**config.mk**
```make
export PLATFORM = sky130hd
export DESIGN_NAME = command_top
export DESIGN_NICKNAME = d
export VERILOG_FILES = /design/src/command_pkg.sv /design/src/handler_if.sv /design/src/command_top.sv /design/src/tx_word_mux.sv /design/src/register_bank.sv /design/src/wr_reg_sm.sv /design/src/rd_reg_sm.sv /design/src/loopback_sm.sv /design/src/command_sm.sv
export VERILOG_INCLUDE_DIRS = /design/src /design/src/src
export SDC_FILE = /design/constraint.sdc
export NUM_CORES = 1
export LEC_CHECK = 0
export ABC_AREA = 1
export CORE_UTILIZATION = 45
export DETAILED_ROUTE_END_ITERATION = 8
export DONT_BUFFER_PORTS = 1
export PLACE_DENSITY = 0.6
export RECOVER_POWER = 50
export SLEW_MARGIN = 20
export SYNTH_ARGS = -nofsm -noshare
export SYNTH_HDL_FRONTEND = slang
export SYNTH_SLANG_ARGS = --single-unit
```
**constraint.sdc**
```tcl
create_clock -name clk -period 2.55 [get_ports clk]
set_input_delay 0.1275 -clock clk [delete_from_list [all_inputs] [get_ports clk]]
set_output_delay 0.1275 -clock clk [all_outputs]
set_load 0.1 [all_outputs]
```
**src/command_defines.svh**
```systemverilog
`ifndef COMMAND_DEFINES_SVH
`define COMMAND_DEFINES_SVH

////////////////////////////////////////////////////////////
// stream and command word layout
`define CMD_DATA_W   32               // receive and transmit stream width
`define CMD_CODE_W   5                // command code, low bits of the command word

// command codes
`define CC_LOOPBACK  5'd1             // echo the payload
`define CC_RD_REG    5'd2             // read one register
`define CC_WR_REG    5'd3             // write one register

////////////////////////////////////////////////////////////
// register map
`define REG_NUM_W    2                // legal numbers fit here, upper bits must be zero
`define REG_SCRATCH  2'd0             // read/write scratch word
`define REG_CHAN_TAG 2'd1             // read/write, also drives the channel_tag port
`define REG_CH_ADDR  2'd2             // corrected jumper value, read only
`define REG_VERSION  2'd3             // firmware version, read only

`define FW_VERSION   32'h0301_0004    // value returned by register 3
`define CHAN_TAG_W   12               // channel tag width

`endif
```
**src/command_pkg.sv**
```systemverilog
`include "command_defines.svh"

package command_pkg;

	typedef logic [`CMD_DATA_W-1:0] data_word_t;  // one stream word
	typedef logic [`CMD_CODE_W-1:0] cmd_code_t;   // command code field
	typedef logic [`REG_NUM_W-1:0]  reg_num_t;    // register index

	// where the next outgoing word comes from
	typedef enum logic [2:0] {
		SRC_NONE,                                 // hold the current word
		SRC_SERIAL,                               // frame serial number
		SRC_CMD,                                  // command word, success
		SRC_INV_CMD,                              // inverted command, illegal register
		SRC_RX_DATA,                              // receive stream word, loopback
		SRC_REG_DATA                              // register bank read data
	} tx_src_t;

endpackage

```
**src/handler_if.sv**
```systemverilog
`timescale 1ns/1ps

interface handler_if;

	logic                 run;        // start pulse from the dispatcher
	logic                 done;       // finished pulse from the handler
	logic                 rx_tready;  // handler is taking receive words
	logic                 tx_load;    // load the transmit word this cycle
	command_pkg::tx_src_t tx_src;     // source of the word being loaded
	logic                 tx_tvalid;  // loaded word is on offer
	logic                 tx_tlast;   // loaded word ends the reply

	// dispatcher side
	modport dispatch (
		output run,
		input  done
	);

	// command handler side
	modport handler (
		input  run,
		output done, rx_tready, tx_load, tx_src, tx_tvalid, tx_tlast
	);

	// transmit word mux
	modport tx (
		input  tx_load, tx_src, tx_tvalid, tx_tlast
	);

endinterface

```
**src/command_top.sv**
```systemverilog
`timescale 1ns/1ps
`include "command_defines.svh"

module command_top (
	input  logic                    clk,
	input  logic                    reset,
	// receive stream
	input  command_pkg::data_word_t rx_data,
	input  logic                    rx_tvalid,
	input  logic                    rx_tlast,
	output logic                    rx_tready,
	// transmit stream
	output command_pkg::data_word_t tx_data,
	output logic                    tx_tvalid,
	output logic                    tx_tlast,
	input  logic                    tx_tready,
	// board side
	input  logic [2:0]              ch_addr,          // channel address jumpers
	output logic [`CHAN_TAG_W-1:0]  channel_tag,      // register 1 contents
	output logic                    command_sm_idle   // front panel status
);

	command_pkg::data_word_t serial_num;
	command_pkg::data_word_t command;
	command_pkg::data_word_t reg_data;
	logic cmd_rx_tready;
	logic rd_reg_num_le;
	logic wr_reg_num_le;
	logic rd_en;
	logic wr_en;
	logic illegal_reg_num;

	handler_if lb_if ();   // loopback
	handler_if rd_if ();   // register read
	handler_if wr_if ();   // register write

	// whoever owns the receive stream drives ready
	assign rx_tready = cmd_rx_tready || lb_if.rx_tready || rd_if.rx_tready || wr_if.rx_tready;

	////////////////////////////////////////////////////////////
	command_sm u_command_sm (
		.clk(clk), .reset(reset),
		.rx_data(rx_data), .rx_tvalid(rx_tvalid), .rx_tlast(rx_tlast), .rx_tready(cmd_rx_tready),
		.serial_num(serial_num), .command(command),
		.lb(lb_if.dispatch), .rd(rd_if.dispatch), .wr(wr_if.dispatch),
		.sm_idle(command_sm_idle)
	);

	loopback_sm u_loopback_sm (
		.clk(clk), .reset(reset),
		.rx_tvalid(rx_tvalid), .rx_tlast(rx_tlast), .tx_tready(tx_tready),
		.hif(lb_if.handler)
	);

	rd_reg_sm u_rd_reg_sm (
		.clk(clk), .reset(reset),
		.rx_tvalid(rx_tvalid), .tx_tready(tx_tready),
		.reg_num_le(rd_reg_num_le), .rd_en(rd_en), .illegal_reg_num(illegal_reg_num),
		.hif(rd_if.handler)
	);

	wr_reg_sm u_wr_reg_sm (
		.clk(clk), .reset(reset),
		.rx_tvalid(rx_tvalid), .tx_tready(tx_tready),
		.reg_num_le(wr_reg_num_le), .wr_en(wr_en), .illegal_reg_num(illegal_reg_num),
		.hif(wr_if.handler)
	);

	////////////////////////////////////////////////////////////
	register_bank u_register_bank (
		.clk(clk), .reset(reset),
		.rx_data(rx_data),
		.reg_num_le(rd_reg_num_le || wr_reg_num_le),  // either handler latches the number
		.rd_en(rd_en), .wr_en(wr_en),
		.ch_addr(ch_addr),
		.illegal_reg_num(illegal_reg_num), .reg_data(reg_data), .channel_tag(channel_tag)
	);

	tx_word_mux u_tx_word_mux (
		.clk(clk), .reset(reset),
		.lb(lb_if.tx), .rd(rd_if.tx), .wr(wr_if.tx),
		.serial_num(serial_num), .command(command), .rx_data(rx_data), .reg_data(reg_data),
		.tx_data(tx_data), .tx_tvalid(tx_tvalid), .tx_tlast(tx_tlast)
	);

endmodule

```
**src/tx_word_mux.sv**
```systemverilog
`timescale 1ns/1ps

module tx_word_mux import command_pkg::*; (
	input  logic       clk,
	input  logic       reset,
	handler_if.tx      lb,           // loopback handler requests
	handler_if.tx      rd,           // register read handler requests
	handler_if.tx      wr,           // register write handler requests
	input  data_word_t serial_num,
	input  data_word_t command,
	input  data_word_t rx_data,
	input  data_word_t reg_data,
	output data_word_t tx_data,      // registered outgoing word
	output logic       tx_tvalid,
	output logic       tx_tlast
);

	logic    load;
	tx_src_t src;

	assign load = lb.tx_load || rd.tx_load || wr.tx_load;

	// only one handler runs, order is arbitrary
	always_comb begin
		if (lb.tx_load)
			src = lb.tx_src;
		else if (rd.tx_load)
			src = rd.tx_src;
		else
			src = wr.tx_src;
	end

	always_ff @(posedge clk) begin
		if (reset) begin
			tx_data <= '0;
		end else if (load) begin
			case (src)
				SRC_SERIAL:   tx_data <= serial_num;
				SRC_CMD:      tx_data <= command;
				SRC_INV_CMD:  tx_data <= ~command;    // illegal register reply
				SRC_RX_DATA:  tx_data <= rx_data;
				SRC_REG_DATA: tx_data <= reg_data;
				default:      tx_data <= tx_data;
			endcase
		end
	end

	assign tx_tvalid = lb.tx_tvalid || rd.tx_tvalid || wr.tx_tvalid;
	assign tx_tlast  = lb.tx_tlast || rd.tx_tlast || wr.tx_tlast;

endmodule

```
**src/register_bank.sv**
```systemverilog
`timescale 1ns/1ps
`include "command_defines.svh"

module register_bank import command_pkg::*; (
	input  logic                   clk,
	input  logic                   reset,
	input  data_word_t             rx_data,          // register number or write data
	input  logic                   reg_num_le,       // latch the register number
	input  logic                   rd_en,            // load the read data register
	input  logic                   wr_en,            // write rx_data
	input  logic [2:0]             ch_addr,          // channel address jumpers
	output logic                   illegal_reg_num,
	output data_word_t             reg_data,         // read data register
	output logic [`CHAN_TAG_W-1:0] channel_tag
);

	data_word_t             reg_num_q;    // whole word kept for the range check
	reg_num_t               sel;
	data_word_t             scratch;
	logic [`CHAN_TAG_W-1:0] chan_tag;
	logic [2:0]             ch_addr_q;    // corrected jumper value

	assign sel             = reg_num_q[`REG_NUM_W-1:0];
	assign illegal_reg_num = |reg_num_q[`CMD_DATA_W-1:`REG_NUM_W];  // any upper bit set
	assign channel_tag     = chan_tag;

	////////////////////////////////////////////////////////////
	// register number and writable registers
	always_ff @(posedge clk) begin
		if (reset) begin
			reg_num_q <= '0;
			scratch   <= '0;
			chan_tag  <= '0;
		end else begin
			if (reg_num_le)
				reg_num_q <= rx_data;
			if (wr_en && !illegal_reg_num) begin
				case (sel)
					`REG_SCRATCH:  scratch  <= rx_data;
					`REG_CHAN_TAG: chan_tag <= rx_data[`CHAN_TAG_W-1:0];
					default:       ;                // read-only, write accepted and dropped
				endcase
			end
		end
	end

	// channel 3 board has its jumpers set to 110 instead of 011
	always_ff @(posedge clk) begin
		ch_addr_q <= (ch_addr == 3'b110) ? 3'b011 : ch_addr;
	end

	////////////////////////////////////////////////////////////
	// read data register, valid the cycle after rd_en
	always_ff @(posedge clk) begin
		if (rd_en) begin
			case (sel)
				`REG_SCRATCH:  reg_data <= scratch;
				`REG_CHAN_TAG: reg_data <= {{(`CMD_DATA_W-`CHAN_TAG_W){1'b0}}, chan_tag};
				`REG_CH_ADDR:  reg_data <= {{(`CMD_DATA_W-3){1'b0}}, ch_addr_q};
				default:       reg_data <= `FW_VERSION;       // REG_VERSION
			endcase
		end
	end

endmodule

```
**src/wr_reg_sm.sv**
```systemverilog
`timescale 1ns/1ps

module wr_reg_sm import command_pkg::*; (
	input  logic       clk,
	input  logic       reset,
	input  logic       rx_tvalid,
	input  logic       tx_tready,
	output logic       reg_num_le,       // latch register number from rx_data
	output logic       wr_en,            // write rx_data into the bank
	input  logic       illegal_reg_num,  // latched number is out of range
	handler_if.handler hif
);

	localparam logic [2:0] S_IDLE    = 3'd0;
	localparam logic [2:0] S_RX_NUM  = 3'd1;   // register number word
	localparam logic [2:0] S_RX_DAT  = 3'd2;   // data word, written on transfer
	localparam logic [2:0] S_LD_SER  = 3'd3;
	localparam logic [2:0] S_TX_SER  = 3'd4;
	localparam logic [2:0] S_LD_ACK  = 3'd5;   // command or its inverse
	localparam logic [2:0] S_TX_LAST = 3'd6;
	localparam logic [2:0] S_DONE    = 3'd7;

	logic [2:0] state;

	assign hif.rx_tready = (state == S_RX_NUM) || (state == S_RX_DAT);
	assign reg_num_le    = rx_tvalid && (state == S_RX_NUM);
	assign wr_en         = rx_tvalid && (state == S_RX_DAT);  // bank drops illegal writes
	assign hif.tx_load   = (state == S_LD_SER) || (state == S_LD_ACK);
	assign hif.tx_tvalid = (state == S_TX_SER) || (state == S_TX_LAST);
	assign hif.tx_tlast  = (state == S_TX_LAST);
	assign hif.done      = (state == S_DONE);

	always_comb begin
		case (state)
			S_LD_SER: hif.tx_src = SRC_SERIAL;
			S_LD_ACK: hif.tx_src = illegal_reg_num ? SRC_INV_CMD : SRC_CMD;
			default:  hif.tx_src = SRC_NONE;
		endcase
	end

	always_ff @(posedge clk) begin
		if (reset) begin
			state <= S_IDLE;
		end else begin
			case (state)
				S_IDLE:    if (hif.run) state <= S_RX_NUM;
				S_RX_NUM:  if (rx_tvalid) state <= S_RX_DAT;
				S_RX_DAT:  if (rx_tvalid) state <= S_LD_SER;
				S_LD_SER:  state <= S_TX_SER;
				S_TX_SER:  if (tx_tready) state <= S_LD_ACK;
				S_LD_ACK:  state <= S_TX_LAST;
				S_TX_LAST: if (tx_tready) state <= S_DONE;
				default:   state <= S_IDLE;                   // S_DONE
			endcase
		end
	end

endmodule

```
**src/rd_reg_sm.sv**
```systemverilog
`timescale 1ns/1ps

module rd_reg_sm import command_pkg::*; (
	input  logic       clk,
	input  logic       reset,
	input  logic       rx_tvalid,
	input  logic       tx_tready,
	output logic       reg_num_le,       // latch register number from rx_data
	output logic       rd_en,            // load bank read data register
	input  logic       illegal_reg_num,  // latched number is out of range
	handler_if.handler hif
);

	localparam logic [3:0] S_IDLE    = 4'd0;
	localparam logic [3:0] S_RX_NUM  = 4'd1;   // register number word
	localparam logic [3:0] S_LD_SER  = 4'd2;
	localparam logic [3:0] S_TX_SER  = 4'd3;
	localparam logic [3:0] S_LD_CMD  = 4'd4;
	localparam logic [3:0] S_TX_CMD  = 4'd5;
	localparam logic [3:0] S_RD      = 4'd6;   // bank read, data ready next cycle
	localparam logic [3:0] S_LD_REG  = 4'd7;
	localparam logic [3:0] S_LD_INV  = 4'd8;   // illegal number reply
	localparam logic [3:0] S_TX_LAST = 4'd9;
	localparam logic [3:0] S_DONE    = 4'd10;

	logic [3:0] state;

	assign hif.rx_tready = (state == S_RX_NUM);
	assign reg_num_le    = rx_tvalid && hif.rx_tready;
	assign rd_en         = (state == S_RD);
	assign hif.tx_load   = (state == S_LD_SER) || (state == S_LD_CMD) ||
		(state == S_LD_REG) || (state == S_LD_INV);
	assign hif.tx_tvalid = (state == S_TX_SER) || (state == S_TX_CMD) || (state == S_TX_LAST);
	assign hif.tx_tlast  = (state == S_TX_LAST);
	assign hif.done      = (state == S_DONE);

	always_comb begin
		case (state)
			S_LD_SER: hif.tx_src = SRC_SERIAL;
			S_LD_CMD: hif.tx_src = SRC_CMD;
			S_LD_REG: hif.tx_src = SRC_REG_DATA;
			S_LD_INV: hif.tx_src = SRC_INV_CMD;
			default:  hif.tx_src = SRC_NONE;
		endcase
	end

	always_ff @(posedge clk) begin
		if (reset) begin
			state <= S_IDLE;
		end else begin
			case (state)
				S_IDLE:    if (hif.run) state <= S_RX_NUM;
				S_RX_NUM:  if (rx_tvalid) state <= S_LD_SER;
				S_LD_SER:  state <= S_TX_SER;
				// number is latched by now, pick the reply
				S_TX_SER:  if (tx_tready) state <= illegal_reg_num ? S_LD_INV : S_LD_CMD;
				S_LD_CMD:  state <= S_TX_CMD;
				S_TX_CMD:  if (tx_tready) state <= S_RD;
				S_RD:      state <= S_LD_REG;
				S_LD_REG:  state <= S_TX_LAST;
				S_LD_INV:  state <= S_TX_LAST;
				S_TX_LAST: if (tx_tready) state <= S_DONE;
				default:   state <= S_IDLE;                   // S_DONE
			endcase
		end
	end

endmodule

```
**src/loopback_sm.sv**
```systemverilog
`timescale 1ns/1ps

module loopback_sm import command_pkg::*; (
	input  logic       clk,
	input  logic       reset,
	input  logic       rx_tvalid,
	input  logic       rx_tlast,    // end of payload
	input  logic       tx_tready,
	handler_if.handler hif
);

	localparam logic [2:0] S_IDLE   = 3'd0;
	localparam logic [2:0] S_LD_SER = 3'd1;  // load serial number
	localparam logic [2:0] S_TX_SER = 3'd2;
	localparam logic [2:0] S_LD_CMD = 3'd3;  // load command word
	localparam logic [2:0] S_TX_CMD = 3'd4;
	localparam logic [2:0] S_RX     = 3'd5;  // take one payload word, load it
	localparam logic [2:0] S_TX_DAT = 3'd6;
	localparam logic [2:0] S_DONE   = 3'd7;

	logic [2:0] state;
	logic       last_q;   // loaded payload word carried rx_tlast
	logic       rx_xfer;

	assign hif.rx_tready = (state == S_RX);
	assign rx_xfer       = rx_tvalid && hif.rx_tready;
	assign hif.tx_load   = (state == S_LD_SER) || (state == S_LD_CMD) || rx_xfer;
	assign hif.tx_tvalid = (state == S_TX_SER) || (state == S_TX_CMD) || (state == S_TX_DAT);
	assign hif.tx_tlast  = (state == S_TX_DAT) && last_q;
	assign hif.done      = (state == S_DONE);

	always_comb begin
		case (state)
			S_LD_SER: hif.tx_src = SRC_SERIAL;
			S_LD_CMD: hif.tx_src = SRC_CMD;
			S_RX:     hif.tx_src = SRC_RX_DATA;  // word goes straight into the mux register
			default:  hif.tx_src = SRC_NONE;
		endcase
	end

	always_ff @(posedge clk) begin
		if (reset) begin
			state <= S_IDLE;
		end else begin
			case (state)
				S_IDLE:   if (hif.run) state <= S_LD_SER;
				S_LD_SER: state <= S_TX_SER;
				S_TX_SER: if (tx_tready) state <= S_LD_CMD;
				S_LD_CMD: state <= S_TX_CMD;
				S_TX_CMD: if (tx_tready) state <= S_RX;
				S_RX:     if (rx_tvalid) state <= S_TX_DAT;   // stalls on a receive gap
				S_TX_DAT: if (tx_tready) state <= last_q ? S_DONE : S_RX;
				default:  state <= S_IDLE;                    // S_DONE
			endcase
		end
	end

	always_ff @(posedge clk) begin
		if (rx_xfer)
			last_q <= rx_tlast;
	end

endmodule

```
**src/command_sm.sv**
```systemverilog
`timescale 1ns/1ps
`include "command_defines.svh"

module command_sm import command_pkg::*; (
	input  logic        clk,
	input  logic        reset,
	input  data_word_t  rx_data,      // receive stream
	input  logic        rx_tvalid,
	input  logic        rx_tlast,
	output logic        rx_tready,    // registered, low out of reset
	output data_word_t  serial_num,   // latched frame serial number
	output data_word_t  command,      // latched command word
	handler_if.dispatch lb,           // loopback handler
	handler_if.dispatch rd,           // register read handler
	handler_if.dispatch wr,           // register write handler
	output logic        sm_idle       // waiting for a new frame
);

	localparam logic [2:0] S_SERIAL = 3'd0;  // idle, next word is the serial number
	localparam logic [2:0] S_CMD    = 3'd1;  // next word is the command
	localparam logic [2:0] S_RUN    = 3'd2;  // start one handler
	localparam logic [2:0] S_WAIT   = 3'd3;  // handler owns the streams
	localparam logic [2:0] S_DRAIN  = 3'd4;  // unknown code, swallow the rest

	logic [2:0] state;
	logic [2:0] state_next;
	cmd_code_t  code;
	logic       rx_xfer;
	logic       known;
	logic       any_done;

	assign rx_xfer  = rx_tvalid && rx_tready;
	assign code     = command[`CMD_CODE_W-1:0];    // upper command bits only echoed
	assign known    = (code == `CC_LOOPBACK) || (code == `CC_RD_REG) || (code == `CC_WR_REG);
	assign any_done = lb.done || rd.done || wr.done; // one handler active at a time
	assign sm_idle  = (state == S_SERIAL);

	// one-cycle start pulses, cycle after the command word
	assign lb.run = (state == S_RUN) && (code == `CC_LOOPBACK);
	assign rd.run = (state == S_RUN) && (code == `CC_RD_REG);
	assign wr.run = (state == S_RUN) && (code == `CC_WR_REG);

	always_comb begin
		state_next = state;
		case (state)
			S_SERIAL: if (rx_xfer) state_next = S_CMD;
			S_CMD:    if (rx_xfer) state_next = S_RUN;
			S_RUN:    state_next = known ? S_WAIT : S_DRAIN;  // no reply for unknown codes
			S_WAIT:   if (any_done) state_next = S_SERIAL;
			S_DRAIN:  if (rx_xfer && rx_tlast) state_next = S_SERIAL;
			default:  state_next = S_SERIAL;
		endcase
	end

	always_ff @(posedge clk) begin
		if (reset) begin
			state     <= S_SERIAL;
			rx_tready <= 1'b0;
		end else begin
			state     <= state_next;
			// ready follows the state we are about to enter
			rx_tready <= (state_next == S_SERIAL) || (state_next == S_CMD) ||
				(state_next == S_DRAIN);
		end
	end

	// frame header words, held for the reply
	always_ff @(posedge clk) begin
		if (rx_xfer && (state == S_SERIAL))
			serial_num <= rx_data;
		if (rx_xfer && (state == S_CMD))
			command <= rx_data;
	end

endmodule

```
# Word-level counts from Yosys, hierarchy flattened
# Cells that the tools add are included.
# op_classes
n_eq_ne	56
muxes	33
bitwise_logic	1
n_reduce_logical	57
# op_table
op	count
32-bit one-hot mux with 5 select lines	1
32-bit one-hot mux with 3 select lines	1
3-bit 2-to-1 mux	16
3-bit one-hot mux with 7 select lines	2
3-bit == test, second input constant	13
4-bit one-hot mux with 9 select lines	1
32-bit NOT	1
2-bit inequality test, second input constant	15
30-bit OR reduction	1
1-bit logical OR	28
3-bit by 2-bit == test with 1-bit output, second input constant	8
4-bit 2-to-1 mux	6
4-bit by 3-bit == test with 1-bit output, second input constant	4
3-bit by 1-bit == test with 1-bit output, second input constant	5
3-bit one-hot mux with 5 select lines	1
5-bit AND reduction	3
1-bit logical AND	13
4-bit == test, second input constant	3
3-bit zero test	4
3-bit one-hot mux with 4 select lines	1
5-bit by 2-bit == test with 1-bit output, second input constant	2
3-bit one-hot mux with 3 select lines	1
4-bit by 2-bit == test with 1-bit output, second input constant	2
3-bit one-hot mux with 2 select lines	1
other kinds (12)	14
# word_totals
ff_bits	222
in_bits	40
output_inout_bits	48
wordCells	161

# Depth between registers and ports, before layout
# Gate-level depths: netlist of run 1.
# depth
word_depth	9
depth_mapped	15
ltp_nobuf	14

# Hierarchy
# From an unflattened synthesis of run 1, not the netlist that was laid out.
# hier_totals
hier_cells	1548
hier_area_um2	11055.6
# modules_own_cells
mod	n_inst	cells_each	area_each_um2	seq_area_each_um2
register_bank	1	632	4793.3	2542.4
tx_word_mux	1	648	3136.8	640.6
command_sm	1	109	2215.9	2001.9
rd_reg_sm	1	63	337.8	80.1
loopback_sm	1	41	280.3	90.1
wr_reg_sm	1	51	274.0	60.1
command_top	1	4	17.5	0.0

# Worst setup path after synthesis of run 1
# OpenSTA, ideal clock, no wires.
# synth_path
path_kind	reg2reg
startpoint	register u_rd_reg_sm.state[1]
endpoint	register u_rd_reg_sm.state[2]
t_arrival_ns	2.415
t_required_ns	2.480
slack_ns	0.064
stages_incl_launch_ff	7
period_less_slack_ns	2.486
path_cell_list	dfxtp_1 > inv_2 > nor2_2 > inv_1 > nor2_1 > o41ai_1 > a21oi_1
# synth_via
elab_chain_len	3
elab_cells_between_ends	18
# synth_lines
element	line	text
start: declaration	rd_reg_sm.sv:26	logic [3:0] state;
start signal: assignment	rd_reg_sm.sv:56	S_TX_SER: if (tx_tready) state <= illegal_reg_num ? S_LD_INV : S_LD_CMD;
4-bit == test (tied with other cells)	rd_reg_sm.sv:51	case (state)
2-bit OR reduction (no source line) or 2-bit inequality test (tied branches)	n/a	
4-bit one-hot mux with 9 select lines or 5-bit AND reduction (tied branches)	n/a	
# Parallel ways exist; a longest one is shown, timed or not.
# A chain may end at the register's enable or synchronous reset.

# Worst setup path after layout of run 1
# layout_path
startpoint	register u_rd_reg_sm.state[1]
endpoint	register u_tx_word_mux.tx_data[16]
# layout_via
elab_chain_len	9
elab_cells_between_ends	20
# layout_lines
element	line	text
parallel branches: the longest is 9 deep, another holds 5-bit nonzero test	n/a	
end signal: assignment	tx_word_mux.sv:38	SRC_SERIAL: tx_data <= serial_num;
end signal: assignment	tx_word_mux.sv:39	SRC_CMD: tx_data <= command;
end signal: assignment	tx_word_mux.sv:40	SRC_INV_CMD: tx_data <= ~command;
end: declaration	tx_word_mux.sv:13	output data_word_t tx_data,
# Parallel ways; which one is timed is not known.

==> results of run 1 <==
## cell type report
class                   instances  area [um2]  share of cell area
repair buffers                109         796              0.0700
multi-input cells             803        3540               0.311
clock buffers                  37         743              0.0653
well taps                     275         344              0.0303
clock inverters                 9        47.5             0.00418
flip-flops and latches        222        5420               0.476
inverters                     130         488              0.0429
## flip-flops by register name (all words and copies together), names as in the netlist, 3 cells and up
| register | cells |
|---|---|
| u_command_sm.command | 32 |
| u_command_sm.serial_num | 32 |
| u_register_bank.reg_data | 32 |
| u_register_bank.reg_num_q | 32 |
| u_register_bank.scratch | 32 |
| u_tx_word_mux.tx_data | 32 |
| u_register_bank.channel_tag | 12 |
| u_rd_reg_sm.state | 4 |
| u_command_sm.state | 3 |
| u_loopback_sm.state | 3 |
| u_register_bank.ch_addr_q | 3 |
| u_wr_reg_sm.state | 3 |
## cell usage after synthesis, types with 2 or more instances
master       n
nor2_1     112
a22oi_1      2
nand3_1     80
a211oi_1     6
dfxtp_1    125
clkbuf_1    37
ha_1         4
o2111ai_1    2
buf_4        5
nor2_2       4
o21ai_0     42
or2_2        2
buf_6        3
nor4_1       2
nand2_4      4
o211ai_1     3
inv_1      118
nand4_1      4
edfxtp_1    97
nor3_1       7
nand2_2      3
buf_2       12
nand3_2      3
nand2_1    420
inv_2       12
a21oi_1     93
## repair_timing
item                                    4_1_cts  5_1_grt
endpoints found under the setup margin        0        0
buffers inserted                              0        0
hold buffers                                 40        0
endpoints found under the hold margin       189        0
## per-layer routing
metal | part of all wire | vias up | GRT usage
met4 | 0.017 | 0 | 0.0617
met3 | 0.055 | 30 | 0.0333
li1 | - | 4037 | -
met5 | 0 | - | 0
met1 | 0.49 | 3738 | 0.344
met2 | 0.44 | 202 | 0.357
## per-stage QoR
step / utilization / instances / worst slack [ns]
6_report: 0.539 / 1585 / 0.242
5_1_grt: 0.539 / 1585 / 0.0287
4_1_cts: 0.548 / 1585 / 0.262
3_5_place_dp: 0.490 / 1499 / 0.288
3_3_place_gp: 0.490 / 1499 / 0.314
2_1_floorplan: - / 1212 / 0.0641
## cells by family after synthesis
kind of cell,Yosys count,synth area share
AO/OA/AOI/OAI,153,0.0847
AND/OR/NAND/NOR,646,0.273
buffers and inverters,187,0.0782
flip-flops,222,0.559
adder cells (fa/ha/maj),4,0.00516
## report_power, final
part | total (W) | internal (W) | leakage [nW] | switching [W]
sequential | 0.00430 | 0.00409 | 1.96 | 0.000209
clock | 0.00344 | 0.00202 | 0.394 | 0.00143
combinational | 0.00361 | 0.000737 | 2.48 | 0.00288
## final timing paths
check / start / slack, ns / end
worst max-delay path: u_rd_reg_sm.state[1]$_SDFFE_PP0P_ / 0.24 / u_tx_word_mux.tx_data[16]$_SDFFE_PP0P_
worst min-delay path: reset / 0.009 / u_register_bank.channel_tag[1]$_SDFFE_PP0P_
worst max register to register: u_rd_reg_sm.state[1]$_SDFFE_PP0P_ / 0.24 / u_tx_word_mux.tx_data[16]$_SDFFE_PP0P_
worst min register to register: u_register_bank.scratch[25]$_SDFFE_PP0P_ / 0.46 / u_register_bank.scratch[25]$_SDFFE_PP0P_
==> flow_summary.ini, run 1 <==
[outcome]
outcome = completed

[setup_path]
cp.required_ns = 3.00
path_depth = 15
crit_family = simple AND/OR/NAND/NOR gates
max_stage_delay_ns = 0.43
crit_top_cell = nand2_1
rr_worst_depth = 15
arrival_ns = 2.76
crit_fanout = 32
path_buf_inv = 3
cp-end-kind = flop
crit_slowest_cell = dfxtp_1
path_cells = inv_1 -> nor2_2 -> nand2_1 -> nand3_1 -> nor2_1 -> nand2_1 -> nand3_2 -> nand2_4 -> buf_4 -> nand3_1 -> nand2_1 -> inv_1 -> nand3_1 -> nand2_1 -> a21oi_1
path_class = reg -> reg
start_kind = flop

[yosys]
yosysUniqueCellTypes = 36
yosys-top-cells-area = edfxtp_1, dfxtp_1, nand2_1
synthCells = 1212
syn_nets = 1256
syn_area_mm2 = 0.00969
synth_ff_type = dfxtp_1
yosysTopAreaCell = edfxtp_1
synth-edff-count = 97
synth-seq-area-share = 0.559
yosysWarnings = 0
async_reset_ff_frac = 0
synth-seq-cells = 222
avgSynthCellArea_um2 = 8.00
synth_top_cell_area_share = 0.301

[sta]
fmax_mhz = 433
drv_slew = 0
rsz0062_at_grt = false
relSlewSlack = 0.122
setup_viol = 0
final.setup.tns_ns = 0
worstMarginPinSlew_ns = 1.32
fin_crit_ns = 2.31
worst_clock_skew_ns = 0.00866
period_share = 0.905
holdWs_ns = 0.00883
hold_viol = 0

[global_routing]
antenna_found_initial = 0
grt_pass1_wl_um = 40200
grt_usage = 0.233
overflow = 0
grt_max_degree = 89
grt_pass1_vias = 7217

[floorplan]
dieWidth_um = 149
start_util = 0.460
dieArea_mm2 = 0.0221
io_pins = 88
coreArea_mm2 = 0.0211
rows = 53
die_height_um = 149

[clocking]
clock-sinks = 222
cts-resized-gates = 0
cts_made_buffers = 25
clkLatencyLatePin_ns = 0.52
cts_root_buf = clkbuf_16
clk_pin_slew_ns = 0.06
clock_tree.buffer_depth = 3
cts_tree = yes
htreeDepth = 1

[drt]
wl_per_cell_um = 15.9
vias = 8007
drc = 0
wl_um = 25200
drt-vias-per-instance = 5.05
drtIter0Drc = 507
ant_nets = 0
firstDrtPassIters = 5

[place]
port_buffers = 0
place_hpwl_um = 16000
place_area_mm2 = 0.0103
place.gp.congestion = 0.844

[finish]
drive_above_1_share = 0.0725
fill_cells = 2040
final_nets = 1335
synthToLayoutAreaGrowth_pct = 17.3
final_cell_mix = nand2_1, dfxtp_1, inv_1, nor2_1, edfxtp_1
final_common_cell = nand2_1
n_antenna_cell = 0
design_area_mm2 = 0.0114

[pwr]
p_leak_nw = 4.84
powerDensity_mw_per_mm2 = 999
ir_drop_mv = 0.531
total_power_w = 0.0114

[worst_hold_path]
whs_path_depth = 2
hold_path_class = in -> reg

[flow_run]
maxCapViolations = 0
Note: power is estimated with default switching activity, not from simulation.
==> inputs of run 2 (changes only) <==
--- a/config.mk
+++ b/config.mk
@@ -11,7 +11,6 @@
 export DETAILED_ROUTE_END_ITERATION = 8
 export DONT_BUFFER_PORTS = 1
 export PLACE_DENSITY = 0.6
-export RECOVER_POWER = 50
 export SLEW_MARGIN = 20
 export SYNTH_ARGS = -nofsm -noshare
 export SYNTH_HDL_FRONTEND = slang
==> flow_summary.ini, run 2 (synthesis results as in run 1) <==
[setup_path]
cp-end-kind = flop
arrival_ns = 2.75
crit_fanout = 32
path_class = reg -> reg
ff2ff_setup_slack_ns = 0.25
cp.required_ns = 3.00
start_kind = flop

[clocking]
clock-sinks = 222
cts_tree = yes
cts_root_buf = clkbuf_16
clk_pin_slew_ns = 0.06
post_cts_buffers = 0
clock_tree.buffer_depth = 3
htreeDepth = 1
cts_made_buffers = 25
clkLatencyLatePin_ns = 0.52

[sta]
hold_viol = 0
fmax_mhz = 434
final.setup.tns_ns = 0
worstMarginPinSlew_ns = 0.820
setup_ws_ns = 0.247
drv_slew = 0
setup_viol = 0
fin_crit_ns = 2.30
rsz0062_at_grt = false
relSlewSlack = 0.452
period_share = 0.903
worst_clock_skew_ns = 0.00837

[floorplan]
dieArea_mm2 = 0.0221
die_height_um = 149
start_util = 0.460
rows = 53
io_pins = 88
dieWidth_um = 149
coreArea_mm2 = 0.0211

[place]
place_hpwl_um = 16000
place_ws_ns = 0.288
place.gp.congestion = 0.844
port_buffers = 0

[finish]
synthToLayoutAreaGrowth_pct = 19.2
final_nets = 1335
fill_cells = 2000
drive_above_1_share = 0.109
final_util = 0.548
final_common_cell = nand2_1
final_cell_mix = nand2_1, dfxtp_1, inv_1, nor2_1, edfxtp_1
n_antenna_cell = 0

[drt]
wl_per_cell_um = 15.9
wl_um = 25200
firstDrtPassIters = 5
ant_nets = 0
drt-vias-per-instance = 5.02
vias = 7964
drc = 0
drtIter0Drc = 536

[global_routing]
grt_pass1_vias = 7217
antenna_found_initial = 0
overflow = 0
grt_usage = 0.233
grt_max_degree = 89
grt_pass1_wl_um = 40200

[worst_hold_path]
hold_path_class = in -> reg

[flow_run]
maxCapViolations = 0

[pwr]
p_leak_nw = 5.03
ir_drop_mv = 0.541
powerDensity_mw_per_mm2 = 1000

[outcome]
outcome = completed
-- run 2: stage by stage --
stage	hold slack [ns]	cells	cell area [um2]	total power, W
final	0.0130	1585	11600	0.0115
after global routing	0.0316	1585	11600	0.0121
after CTS	0.0151	1585	11600	0.0116
after detailed placement	0.155	1499	10300	0.00805
after global placement	0.155	1499	10300	0.00802
after floorplan	0.218	1212	9690	0.00719
-- run 2: layout make-up --
| cell class | instances | area (um2) | area share |
|---|---|---|---|
| clock inverter | 9 | 47.5 | 0.00412 |
| clock buffer | 37 | 743 | 0.0643 |
| sequential | 222 | 5420 | 0.469 |
| tap | 275 | 344 | 0.0298 |
| timing repair buffer | 109 | 973 | 0.0843 |
| multi-input combinational | 803 | 3540 | 0.306 |
| inverter | 130 | 488 | 0.0422 |
-- run 2: layer usage --
| metal | share of wire | track usage | routed length [um] | vias to the layer above |
|---|---|---|---|---|
| met2 | 0.44 | 0.357 | 11100 | 193 |
| met4 | 0.017 | 0.0617 | 437 | 0 |
| met5 | 0 | 0 | 0 | - |
| met3 | 0.055 | 0.0333 | 1390 | 30 |
| li1 | - | - | - | 4033 |
| met1 | 0.49 | 0.344 | 12300 | 3708 |
-- run 2: what timing repair did --
action | 4_1_cts | 5_1_grt
hold buffers | 40 | 0
endpoints found under the hold margin | 189 | 0
gates resized for setup | 0 | 0
-- run 2: worst paths after layout --
check        cells past startpoint                                startpoint                                           to
max                             13         u_wr_reg_sm.state[0]$_SDFFE_PP0P_       u_tx_word_mux.tx_data[16]$_SDFFE_PP0P_
min                              2                                     reset  u_register_bank.channel_tag[1]$_SDFFE_PP0P_
max reg2reg                     13         u_wr_reg_sm.state[0]$_SDFFE_PP0P_       u_tx_word_mux.tx_data[16]$_SDFFE_PP0P_
min reg2reg                      2  u_register_bank.scratch[25]$_SDFFE_PP0P_     u_register_bank.scratch[25]$_SDFFE_PP0P_
-- run 2: power by group --
part / internal, W / switching [W]
registers: 0.00409 / 0.000215
logic: 0.000901 / 0.00289
clock network: 0.00202 / 0.00144
-- run 2: worst max-delay path: stages (launching register included) --
cell     delay [ns]
dfxtp_1        0.47
nand2_1        0.15
nor2_1         0.21
nor2_1         0.11
nand2_1        0.10
nand3_2        0.11
nand2_4        0.09
buf_4          0.36
nand3_1        0.21
nand2_1        0.10
inv_1          0.04
nand3_1        0.08
nand2_1        0.06
a21oi_1        0.12
